File: config.mk
export PLATFORM = sky130hd
export DESIGN_NAME = cnn_top
export DESIGN_NICKNAME = d
export VERILOG_FILES = /design/src/hw/cnn_mem_pkg.sv /design/src/hw/cnn_arith_pkg.sv /design/src/hw/cnn_cfg_regs.sv /design/src/hw/cnn_ctrl.sv /design/src/hw/cnn_mac.sv /design/src/hw/cnn_out_pack.sv /design/src/hw/cnn_top.sv
export SDC_FILE = /design/constraint.sdc
export NUM_CORES = 1
export LEC_CHECK = 0
export CORE_MARGIN = 10
export CORE_UTILIZATION = 50
export CTS_CLUSTER_DIAMETER = 100
export DETAILED_ROUTE_END_ITERATION = 8
export DONT_BUFFER_PORTS = 1
export HOLD_SLACK_MARGIN = 0.05
export SLEW_MARGIN = 40
export SYNTH_ARGS = -nofsm -noshare
export SYNTH_HDL_FRONTEND = slang
export SYNTH_SLANG_ARGS = --single-unit
File: constraint.sdc
create_clock -name clk -period 24.4 [get_ports clk]
set_input_delay 4.88 -clock clk [delete_from_list [all_inputs] [get_ports clk]]
set_output_delay 4.88 -clock clk [all_outputs]
set_load 0.02 [all_outputs]
File: src/hw/cnn_mem_pkg.sv
`default_nettype none

// ====================
// Memory bus types
// ====================
package cnn_mem_pkg;

  localparam int unsigned ADDR_W   = 19;
  localparam int unsigned RD_BYTES = 16;  // Widest read beat
  localparam int unsigned WR_BYTES = 4;   // One packed result word

  typedef logic [ADDR_W-1:0]         mem_addr_t;   // Byte address
  typedef logic [RD_BYTES*8-1:0]     rd_data_t;    // Byte 0 in bits 7:0
  typedef logic [WR_BYTES*8-1:0]     wr_data_t;
  typedef logic [$clog2(RD_BYTES):0] rd_size_t;    // 1 to RD_BYTES
  typedef logic [$clog2(WR_BYTES):0] wr_size_t;    // 1 to WR_BYTES

  typedef struct packed {
    logic      req;
    mem_addr_t addr;
    rd_size_t  size;
  } mem_rd_req_t;

  typedef struct packed {
    logic     valid;   // Data is good in this cycle only
    rd_data_t data;
  } mem_rd_rsp_t;

  typedef struct packed {
    logic      req;
    mem_addr_t addr;
    wr_data_t  data;
    wr_size_t  size;
  } mem_wr_req_t;

endpackage

`default_nettype wire

File: src/hw/cnn_arith_pkg.sv
`default_nettype none

// ====================
// Datapath and control types
// ====================
package cnn_arith_pkg;

  localparam int unsigned KERNEL_DIM = 4;  // Kernel is KERNEL_DIM x KERNEL_DIM

  typedef logic        [7:0]  pixel_t;     // Unsigned picture sample
  typedef logic signed [7:0]  weight_t;
  typedef logic signed [31:0] acc_t;       // Also the bias format
  typedef logic        [7:0]  result_t;    // After clamping

  // Addresses written by software before go
  typedef struct packed {
    cnn_mem_pkg::mem_addr_t addr_pic;
    cnn_mem_pkg::mem_addr_t addr_wgt;
    cnn_mem_pkg::mem_addr_t addr_bias;
    cnn_mem_pkg::mem_addr_t addr_out;
  } cnn_cfg_t;

  typedef enum logic [2:0] {
    IDLE       = 3'd0,
    LOAD_WGT   = 3'd1,  // Kernel read, once per run
    LOAD_BIAS  = 3'd2,
    READ_ROW   = 3'd3,  // One picture row of the window
    FINISH_WIN = 3'd4,  // Wait for the packer before the next window
    DRAIN      = 3'd5
  } ctrl_state_t;

endpackage

`default_nettype wire

File: src/hw/cnn_cfg_regs.sv
`timescale 1ns/1ps
`default_nettype none

module cnn_cfg_regs (
  input  logic                    clk,
  input  logic                    rst_n,
  input  logic                    go,
  input  cnn_arith_pkg::cnn_cfg_t cfg,
  input  logic                    all_written,
  output cnn_arith_pkg::cnn_cfg_t cfg_q,
  output logic                    start,
  output logic                    busy,
  output logic                    done
);

  import cnn_arith_pkg::*;

  logic go_ok;

  assign go_ok = go && !busy;  // A go during a run is dropped

  always_ff @(posedge clk or negedge rst_n)
  begin
    if (!rst_n)
    begin
      busy  <= 1'b0;
      start <= 1'b0;
    end
    else
    begin
      start <= go_ok;
      if (go_ok)
        busy <= 1'b1;
      else if (all_written)
        busy <= 1'b0;  // Low from the cycle after done
    end
  end

  // Addresses held for the whole run
  always_ff @(posedge clk)
  begin
    if (go_ok)
      cfg_q <= cfg;
  end

  assign done = busy && all_written;

  // The packer only reports completion while a run is in flight
  a_written_busy: assert property (@(posedge clk) disable iff (!rst_n)
    all_written |-> busy)
    else $error("all_written arrived outside a run");

endmodule

`default_nettype wire

File: src/hw/cnn_ctrl.sv
`timescale 1ns/1ps
`default_nettype none

module cnn_ctrl #(
  parameter int unsigned PIC_ROWS = 16,
  parameter int unsigned PIC_COLS = 16
) (
  input  logic                       clk,
  input  logic                       rst_n,
  input  logic                       start,
  input  cnn_arith_pkg::cnn_cfg_t    cfg_q,
  output cnn_mem_pkg::mem_rd_req_t   rd_req,
  input  cnn_mem_pkg::mem_rd_rsp_t   rd_rsp,
  input  logic                       pack_busy,
  output logic                       row_vld,
  output logic                       last,
  output logic                       mac_start,
  output logic                       bias_vld,
  output cnn_arith_pkg::pixel_t      pix [cnn_arith_pkg::KERNEL_DIM],
  output cnn_arith_pkg::weight_t     wgt [cnn_arith_pkg::KERNEL_DIM],
  output cnn_arith_pkg::acc_t        bias
);

  import cnn_mem_pkg::*;
  import cnn_arith_pkg::*;

  localparam int unsigned ROW_W    = $clog2(PIC_ROWS);
  localparam int unsigned COL_W    = $clog2(PIC_COLS);
  localparam int unsigned KR_W     = $clog2(KERNEL_DIM);
  localparam int unsigned LAST_ROW = PIC_ROWS - KERNEL_DIM;  // Top row of the last window
  localparam int unsigned LAST_COL = PIC_COLS - KERNEL_DIM;

  ctrl_state_t      state;
  logic [ROW_W-1:0] wr_row;     // Window top row
  logic [ROW_W-1:0] pic_row;
  logic [COL_W-1:0] wc;         // Window left column
  logic [KR_W-1:0]  kr;         // Row inside the window
  logic [1:0]       fin_cnt;    // Covers the MAC latency
  logic             rd_done;
  logic             last_win;
  logic             pack_free;
  rd_data_t         wgt_q;
  mem_addr_t        pic_addr;

  assign rd_done   = rd_req.req && rd_rsp.valid;
  assign pic_row   = wr_row + ROW_W'(kr);
  assign pic_addr  = cfg_q.addr_pic + mem_addr_t'(pic_row) * mem_addr_t'(PIC_COLS)
                   + mem_addr_t'(wc);
  assign last_win  = (wr_row == ROW_W'(LAST_ROW)) && (wc == COL_W'(LAST_COL));
  assign pack_free = (fin_cnt == 2'd3) && !pack_busy;

  // ====================
  // FSM and read requests
  // ====================
  always_ff @(posedge clk or negedge rst_n)
  begin
    if (!rst_n)
    begin
      state     <= IDLE;
      rd_req    <= '0;
      wr_row    <= '0;
      wc        <= '0;
      kr        <= '0;
      fin_cnt   <= '0;
      row_vld   <= 1'b0;
      last      <= 1'b0;
      mac_start <= 1'b0;
      bias_vld  <= 1'b0;
    end
    else
    begin
      row_vld   <= 1'b0;
      mac_start <= 1'b0;
      bias_vld  <= 1'b0;
      if (rd_done)
        rd_req.req <= 1'b0;  // Request ends with its data beat

      if (state == FINISH_WIN || state == DRAIN)
      begin
        if (fin_cnt != 2'd3)
          fin_cnt <= fin_cnt + 2'd1;
      end
      else
        fin_cnt <= '0;

      case (state)
        IDLE:
        begin
          if (start)
          begin
            mac_start <= 1'b1;
            wr_row    <= '0;
            wc        <= '0;
            kr        <= '0;
            rd_req    <= '{req: 1'b1, addr: cfg_q.addr_wgt, size: rd_size_t'(RD_BYTES)};
            state     <= LOAD_WGT;
          end
        end
        LOAD_WGT:
        begin
          if (rd_done)
            state <= LOAD_BIAS;
        end
        LOAD_BIAS:
        begin
          if (!rd_req.req)
            rd_req <= '{req: 1'b1, addr: cfg_q.addr_bias, size: rd_size_t'(4)};
          else if (rd_done)
          begin
            bias_vld <= 1'b1;
            state    <= READ_ROW;
          end
        end
        READ_ROW:
        begin
          if (!rd_req.req)
            rd_req <= '{req: 1'b1, addr: pic_addr, size: rd_size_t'(KERNEL_DIM)};
          else if (rd_done)
          begin
            row_vld <= 1'b1;
            last    <= (kr == KR_W'(KERNEL_DIM - 1));
            kr      <= kr + 1'b1;  // Wraps to 0 after the last row
            if (kr == KR_W'(KERNEL_DIM - 1))
              state <= FINISH_WIN;
          end
        end
        FINISH_WIN:
        begin
          if (last_win)
            state <= DRAIN;
          else if (pack_free)
          begin
            if (wc == COL_W'(LAST_COL))
            begin
              wc     <= '0;
              wr_row <= wr_row + 1'b1;
            end
            else
              wc <= wc + 1'b1;
            state <= READ_ROW;
          end
        end
        DRAIN:
        begin
          if (pack_free)
            state <= IDLE;  // Last word is acked
        end
        default:
          state <= IDLE;
      endcase
    end
  end

  // Kernel, bias and row operands
  always_ff @(posedge clk)
  begin
    if (state == LOAD_WGT && rd_done)
      wgt_q <= rd_rsp.data;
    if (state == LOAD_BIAS && rd_done)
      bias <= acc_t'(rd_rsp.data[31:0]);
    if (state == READ_ROW && rd_done)
    begin
      for (int k = 0; k < KERNEL_DIM; k++)
      begin
        pix[k] <= pixel_t'(rd_rsp.data[k*8 +: 8]);
        wgt[k] <= weight_t'(wgt_q[(int'(kr)*KERNEL_DIM + k)*8 +: 8]);
      end
    end
  end

  // Outstanding read is neither replaced nor dropped before its data
  a_rd_hold: assert property (@(posedge clk) disable iff (!rst_n)
    rd_req.req && !rd_rsp.valid |=> rd_req.req && $stable(rd_req.addr)
                                    && $stable(rd_req.size))
    else $error("read request changed while outstanding");

endmodule

`default_nettype wire

File: src/hw/cnn_mac.sv
`timescale 1ns/1ps
`default_nettype none

module cnn_mac (
  input  logic                    clk,
  input  logic                    rst_n,
  input  logic                    mac_start,
  input  logic                    row_vld,
  input  logic                    last,
  input  logic                    bias_vld,
  input  cnn_arith_pkg::pixel_t   pix [cnn_arith_pkg::KERNEL_DIM],
  input  cnn_arith_pkg::weight_t  wgt [cnn_arith_pkg::KERNEL_DIM],
  input  cnn_arith_pkg::acc_t     bias,
  output logic                    res_vld,
  output cnn_arith_pkg::result_t  res
);

  import cnn_arith_pkg::*;

  acc_t    dot;        // Row dot product
  acc_t    acc;        // Window sum
  acc_t    bias_q;
  acc_t    act_sum;
  result_t act_res;
  logic    acc_first;  // Next row opens a window
  logic    fin;        // acc holds a complete window

  // Pixels are unsigned, so they get a zero sign bit
  always_comb
  begin
    dot = '0;
    for (int k = 0; k < KERNEL_DIM; k++)
      dot = dot + acc_t'($signed({1'b0, pix[k]})) * acc_t'(wgt[k]);
  end

  // Stage 1 accumulate
  always_ff @(posedge clk or negedge rst_n)
  begin
    if (!rst_n)
    begin
      acc_first <= 1'b1;
      fin       <= 1'b0;
    end
    else if (mac_start)
    begin
      acc_first <= 1'b1;
      fin       <= 1'b0;
    end
    else
    begin
      fin <= row_vld && last;
      if (row_vld)
        acc_first <= last;
    end
  end

  always_ff @(posedge clk)
  begin
    if (row_vld)
      acc <= (acc_first ? acc_t'(0) : acc) + dot;
    if (bias_vld)
      bias_q <= bias;
  end

  // ====================
  // Bias and activation
  // ====================
  always_comb
  begin
    act_sum = acc + bias_q;
    if (act_sum < 0)
      act_res = '0;
    else if (act_sum > acc_t'(255))
      act_res = 8'hff;  // Saturate high
    else
      act_res = result_t'(act_sum[7:0]);
  end

  // Stage 2 reads acc while the next window may already refill it
  always_ff @(posedge clk or negedge rst_n)
  begin
    if (!rst_n)
      res_vld <= 1'b0;
    else
      res_vld <= fin;
  end

  always_ff @(posedge clk)
  begin
    if (fin)
      res <= act_res;
  end

endmodule

`default_nettype wire

File: src/hw/cnn_out_pack.sv
`timescale 1ns/1ps
`default_nettype none

module cnn_out_pack #(
  parameter int unsigned PIC_ROWS = 16,
  parameter int unsigned PIC_COLS = 16
) (
  input  logic                      clk,
  input  logic                      rst_n,
  input  logic                      mac_start,
  input  cnn_mem_pkg::mem_addr_t    addr_out,
  input  logic                      res_vld,
  input  cnn_arith_pkg::result_t    res,
  output cnn_mem_pkg::mem_wr_req_t  wr_req,
  input  logic                      wr_ack,
  output logic                      pack_busy,
  output logic                      all_written
);

  import cnn_mem_pkg::*;
  import cnn_arith_pkg::*;

  // Results in one run
  localparam int unsigned N_RES = (PIC_ROWS - KERNEL_DIM + 1) * (PIC_COLS - KERNEL_DIM + 1);
  localparam int unsigned CNT_W = $clog2(N_RES + 1);

  logic [CNT_W-1:0] res_cnt;
  logic [1:0]       byte_idx;
  logic             word_done;
  logic             req_q;
  mem_addr_t        waddr_q;
  wr_data_t         word_q;
  wr_size_t         size_q;

  assign byte_idx  = res_cnt[1:0];
  assign word_done = res_vld && (byte_idx == 2'd3 || res_cnt == CNT_W'(N_RES - 1));

  always_ff @(posedge clk or negedge rst_n)
  begin
    if (!rst_n)
    begin
      req_q       <= 1'b0;
      res_cnt     <= '0;
      waddr_q     <= '0;
      size_q      <= '0;
      all_written <= 1'b0;
    end
    else
    begin
      all_written <= 1'b0;
      if (mac_start)
      begin
        res_cnt <= '0;
        waddr_q <= addr_out;
      end
      else if (res_vld)
      begin
        res_cnt <= res_cnt + 1'b1;
        if (word_done)
        begin
          req_q  <= 1'b1;
          size_q <= wr_size_t'({1'b0, byte_idx}) + wr_size_t'(1);  // Short on a flush
        end
      end
      if (req_q && wr_ack)
      begin
        req_q   <= 1'b0;
        waddr_q <= waddr_q + mem_addr_t'(WR_BYTES);
        if (res_cnt == CNT_W'(N_RES))
          all_written <= 1'b1;
      end
    end
  end

  // Little-endian byte lanes, upper lanes zero on a partial word
  always_ff @(posedge clk)
  begin
    if (mac_start || (req_q && wr_ack))
      word_q <= '0;
    else if (res_vld)
      word_q[byte_idx*8 +: 8] <= res;
  end

  assign wr_req    = '{req: req_q, addr: waddr_q, data: word_q, size: size_q};
  assign pack_busy = req_q;

  // Also catches a result that lands while the word waits
  a_wr_hold: assert property (@(posedge clk) disable iff (!rst_n)
    wr_req.req && !wr_ack |=> wr_req.req && $stable(wr_req.addr)
                              && $stable(wr_req.data) && $stable(wr_req.size))
    else $error("write request changed before its ack");

endmodule

`default_nettype wire

File: src/hw/cnn_top.sv
`timescale 1ns/1ps
`default_nettype none

module cnn_top #(
  parameter int unsigned PIC_ROWS = 16,
  parameter int unsigned PIC_COLS = 16
) (
  input  logic                      clk,
  input  logic                      rst_n,
  input  logic                      go,
  input  cnn_arith_pkg::cnn_cfg_t   cfg,
  output logic                      busy,
  output logic                      done,
  output cnn_mem_pkg::mem_rd_req_t  rd_req,
  input  cnn_mem_pkg::mem_rd_rsp_t  rd_rsp,
  output cnn_mem_pkg::mem_wr_req_t  wr_req,
  input  logic                      wr_ack
);

  import cnn_arith_pkg::*;

  cnn_cfg_t cfg_q;
  logic     start;
  logic     all_written;
  logic     pack_busy;
  logic     row_vld;
  logic     last;
  logic     mac_start;
  logic     bias_vld;
  pixel_t   pix [KERNEL_DIM];
  weight_t  wgt [KERNEL_DIM];
  acc_t     bias;
  logic     res_vld;
  result_t  res;

  // ====================
  // Software side
  // ====================
  cnn_cfg_regs u_cfg_regs (
    .clk         (clk),
    .rst_n       (rst_n),
    .go          (go),
    .cfg         (cfg),
    .all_written (all_written),
    .cfg_q       (cfg_q),
    .start       (start),
    .busy        (busy),
    .done        (done)
  );

  cnn_ctrl #(
    .PIC_ROWS (PIC_ROWS),
    .PIC_COLS (PIC_COLS)
  ) u_ctrl (
    .clk       (clk),
    .rst_n     (rst_n),
    .start     (start),
    .cfg_q     (cfg_q),
    .rd_req    (rd_req),
    .rd_rsp    (rd_rsp),
    .pack_busy (pack_busy),
    .row_vld   (row_vld),
    .last      (last),
    .mac_start (mac_start),
    .bias_vld  (bias_vld),
    .pix       (pix),
    .wgt       (wgt),
    .bias      (bias)
  );

  cnn_mac u_mac (
    .clk       (clk),
    .rst_n     (rst_n),
    .mac_start (mac_start),
    .row_vld   (row_vld),
    .last      (last),
    .bias_vld  (bias_vld),
    .pix       (pix),
    .wgt       (wgt),
    .bias      (bias),
    .res_vld   (res_vld),
    .res       (res)
  );

  cnn_out_pack #(
    .PIC_ROWS (PIC_ROWS),
    .PIC_COLS (PIC_COLS)
  ) u_out_pack (
    .clk         (clk),
    .rst_n       (rst_n),
    .mac_start   (mac_start),
    .addr_out    (cfg_q.addr_out),
    .res_vld     (res_vld),
    .res         (res),
    .wr_req      (wr_req),
    .wr_ack      (wr_ack),
    .pack_busy   (pack_busy),
    .all_written (all_written)
  );

endmodule

`default_nettype wire

== After elaboration in Yosys (flattened, before gate mapping) ==
Index checks and enable logic that the tools add are counted.
Word-level totals
  register bits after elaboration: 485
  output and inout bits: 82
  logic and storage cells: 190
Cells by class
  $add $sub $neg: 19
  $mul: 4
  magnitude comparators: 2
  eq/ne operators: 29
  shift operators: 6
  mux-type cells: 55
  bitwise gates (word level): 1
  reductions and logical operators: 34
Operators by type and width (number)
  128-bit by 33-bit variable part select with 8-bit output: 3
  32-bit adder: 5
  128-bit by 8-bit variable part select with 8-bit output: 1
  25-bit 2-to-1 mux: 3
  25-bit case mux with 3 select lines: 1
  9-bit by 8-bit multiplier with 17-bit output: 4
  19-bit 2-to-1 mux: 2
  5-bit negation with 34-bit output: 1
  8-bit by 34-bit variable shift with 32-bit output, first input constant: 1
  8-bit by 34-bit variable part select with 32-bit output: 1
  32-bit bitwise mux: 1
  32-bit by 9-bit > comparator with 1-bit output, second input constant: 1
  32-bit by 1-bit < comparator with 1-bit output, second input constant: 1
  32-bit 2-to-1 mux: 1
  3-bit 2-to-1 mux: 10
  4-bit 2-to-1 mux: 7
  8-bit 2-to-1 mux: 3
  19-bit by 3-bit adder with 19-bit output, second input constant: 1
  19-bit by 4-bit adder with 19-bit output: 1
  19-bit by 8-bit adder with 19-bit output: 1
  1-bit 2-to-1 mux: 18
  2-bit by 1-bit != test with 1-bit output, second input constant: 9
  3-bit case mux with 6 select lines: 1
  8-bit == test, second input constant: 2
  other kinds (28): 71

== Depth between registers and ports, before layout ==
  word-level depth: 7
  depth in mapped cells: 36
  depth with buffers taken out: 36

== Hierarchy ==
From an unflattened synthesis, not the netlist that was laid out.
Unflattened totals
  cells, all modules: 2640
  area, all modules: 31979.4 um^2
Modules (own cells, without submodules)
  cnn_mac: times used 1, cells an instance 1688, area each 16351.9 um^2
  cnn_ctrl: times used 1, cells an instance 586, area each 10428.8 um^2
  cnn_out_pack: times used 1, cells an instance 284, area each 2840.2 um^2
  cnn_cfg_regs: times used 1, cells an instance 82, area each 2358.5 um^2

== Worst setup path before layout ==
Ideal clock, no wire load.
  path type: input-to-reg
  from: in rd_rsp[128] (netlist bit)
  to: reg u_ctrl.wgt_q[0] (enable)
  arrival: 18074 ps
  data required time: 23425 ps
  path slack: 5350 ps
  stages on the path: 2
  path buffers: 0
  cell sequence: nand2_1 nor4b_1
On the way
  word-level cells in the longest chain between the ends: 2
RTL lines
  start, declared: line cnn_top.sv:15  | input cnn_mem_pkg::mem_rd_rsp_t rd_rsp,
  1-bit logical AND: line cnn_ctrl.sv:45  | assign rd_done = rd_req.req && rd_rsp.valid;
  1-bit logical AND: line cnn_ctrl.sv:157  | if (state == LOAD_WGT && rd_done)
  end signal, assigned: line cnn_ctrl.sv:158  | wgt_q <= rd_rsp.data;
  end, declared: line cnn_ctrl.sv:42  | rd_data_t wgt_q;
Every way passes these cells.
A chain may end at the register's enable or synchronous reset.

== Worst setup path in the final report ==
  from: reg u_ctrl.wgt[15] (netlist bit)
  to: reg u_mac.acc[31], data pin
On the way
  word-level cells in the longest chain between the ends: 4
RTL lines
  start, declared: line cnn_ctrl.sv:20  | output cnn_arith_pkg::weight_t wgt [cnn_arith_pkg::KERNEL_DIM],
  start signal, assigned by index: line cnn_ctrl.sv:166  | wgt[k] <= weight_t'(wgt_q[(int'(kr)*KERNEL_DIM + k)*8 +: 8]);
  9-bit by 8-bit multiplier with 17-bit output: line cnn_mac.sv:33  | dot = dot + acc_t'($signed({1'b0, pix[k]})) * acc_t'(wgt[k]);
  32-bit adder (2 in series): line cnn_mac.sv:33
  32-bit adder: line cnn_mac.sv:60  | acc <= (acc_first ? acc_t'(0) : acc) + dot;
  end signal, assigned: line cnn_mac.sv:60
  end, declared: line cnn_mac.sv:21  | acc_t acc;
Every way passes these cells.

==> out/summary.txt <==
status = completed
Core ar. = 62850 sq um
CTS tree = built
CTS Buf Count = 53
CP peak stage delay = 820 ps
post-CTS sizing = 0
setup tns final = 0 ps
post-DR wirelength/cell = 21.09 microns
DP Cell Count = 3481
initial antenna violation count = 4
Mapped Avg Cell Area = 11.86 sq um
R2R cell count = 32
count leader, synth = inv_1
DRT iter0 DRCs = 1449
RSZ-0062 raised after global routing = false
Final Max Slew Viols = 0
Layout area overhead = 9.128%
number of global-route vias before repair = 20390
fin crit share = 40.99%
first-pass GRT wire length = 118.9 mm
Finished Cell Area = 34480 sq um
Startpoint Class = flop
Pre-antenna DRT Iters = 6
Setup-failing EPs final = 0
Distinct cells, synth = 83
num rows = 92
Die Y-Extent = 271.4 microns
drt via density = 5.499
worst reg2reg path startpoint = u_ctrl.wgt[15]
clock sink count = 482
I/O Buffers = 0
Reg clk slew, reported paths = 60 ps
Post-Route WL = 75.54 mm
fillers = 5304
Slowest cell on crit path = fa_1
Async SR Flop Fraction = 16.18%
DR DRC count = 0
worst min path class = flop to flop
Final Non-Filler Cells = 3582
initial core utilization = 50.27%
Core Util, Final = 54.86%
Clock Tree Buf Depth = 3
maximum number of pins on one net before global-route repair = 79
layout cells sized above 1 = 6.659%
Worst path most repeated cell = fa_1
flops & latches, synth = 482
Worst Path Max Fanout = 14
RePlAce Congestion = 0.8970
Die Area = 73640 sq um
Root Buffer = clkbuf_16
crit end category = flop
Yosys top cell by area = edfxtp_1
final hold violations = 0
Slew headroom = 48.14%
H-tree lvl count = 2
Post-DP HPWL = 60.22 mm
Post-Synthesis Cells = 2665
Post-DRT Antenna Nets = 0
setup repair bufs after CTS = 0
overall routing resource usage = 20.59%
Critical Path RT = 24750 ps
Primary FF master, synth = edfxtp_1
via count = 19700
Clock Skews = 19.87 ps
pin slew with the least headroom to its limit = 771.5 ps
path type of the worst setup path = flop to flop
synthesized area = 31590 sq um
FMAX = 99.99 MHz
Synth top cells by count = inv_1, edfxtp_1, ha_1
gr ovfl total = 0
sequential cell area fraction in the yosys report = 43.57%
post-route minimum period = 10000 ps
max_cap viols = 0
worst hold start = u_ctrl.bias[6]
number of synthesized flops with an enable pin = 372
IO Pins = 291
area post-placement = 32630 sq um
WP data arrival = 10350 ps
CP startpoint = u_ctrl.wgt[15]
hold path cells = 0
Yosys top cell area share = 35.36%
Yosys warnings = 0
post-layout net count = 3401
worst skew pair latency = 600 ps
die width = 271.4 microns
top cells by area, synth = edfxtp_1, fa_1, ha_1
Hold Buf Count CTS = 0
cell type report:
class	instances	area, sq um	share of cell area (%)
Tap cell	846	1059	3.070
Inverter	375	1408	4.083
Antenna cell	3	7.507	0.02177
Timing Repair Buffer	14	128.9	0.3738
Sequential cell	482	13770	39.94
Multi-Input combinational cell	1765	16300	47.28
Clock buffer	67	1430	4.148
Clock inverter	30	375.4	1.089
cell families (layout without fill, tap and decap cells):
logic type                 count (synthesis)  count (layout)  synth area share, %
AOI/OAI and AO/OA                        417             417                8.697
xor gates and xnor gates                 125             125                3.552
adders and majority gates                501             501                25.61
buffers and inverters                    420             486                5.144
DFF                                      482             482                43.57
muxes                                     44              44                2.685
other                                      1               6              0.01187
and+or+nand+nor                          675             675                10.73
layout by cell type, fill, tap and decap left out, types with 32 or more instances in the layout:
cell	n
a21o_1	39
a21oi_1	111
a22oi_1	33
and2_1	155
clkbuf_16	54
dfrtp_1	75
dfxtp_1	32
edfxtp_1	372
fa_1	243
ha_1	258
inv_1	370
mux4_2	32
nand2_1	172
nand2b_1	45
nand3_1	33
nor2_1	151
o21ai_0	84
xnor2_1	70
xor2_1	51
sequential cells by signal, indices dropped and copies added, names as in the netlist, 2 cells and up:
name / cells
u_ctrl.wgt_q: 128
u_cfg_regs.cfg_q: 76
u_ctrl.bias: 32
u_ctrl.pix: 32
u_ctrl.wgt: 32
u_mac.acc: 32
u_mac.bias_q: 32
u_out_pack.word_q: 32
u_ctrl.rd_req: 22
u_out_pack.waddr_q: 19
u_mac.res: 8
u_out_pack.res_cnt: 8
u_ctrl.wc: 4
u_ctrl.wr_row: 4
u_ctrl.state: 3
u_out_pack.size_q: 3
u_ctrl.fin_cnt: 2
u_ctrl.kr: 2
layer usage:
metal	vias up	global-route usage (%)	wire, microns
met1	9920	29.17	34860
met5	-	0	0
met2	488	33.14	35590
met4	0	4.971	1586
met3	79	2.919	3509
li1	9210	-	-
stage by stage:
step,worst slack [ps],hold WS [ps]
after floorplan,5350,400.3
after global placement,15020,402.9
after detailed placement,14790,404.5
after CTS,14810,419.1
after global routing,13740,424.7
final,14400,417.6
final timing paths:
| path | slack [ps] | end |
|---|---|---|
| setup / recovery | 14400 | u_mac.acc[31] |
| hold / removal | 420 | u_mac.bias_q[6] |
| setup reg to reg | 14400 | u_mac.acc[31] |
| hold reg to reg | 420 | u_mac.bias_q[6] |
| max in group asynchronous | 20220 | u_mac.acc_first |
| min in group asynchronous | 3980 | u_cfg_regs.busy |
critical path, delay by kind of cell (launching register included):
kind                       cells  cell delay [ps]
xor gates and xnor gates       2              530
and+or+nand+nor                4              880
buffers and inverters          5             1150
AOI/OAI and AO/OA             12             2150
DFF                            1              450
adders and majority gates      9             4590
Power is not shown: default switching activity piles up to over one toggle a cycle in this logic, so the estimate is an artifact.
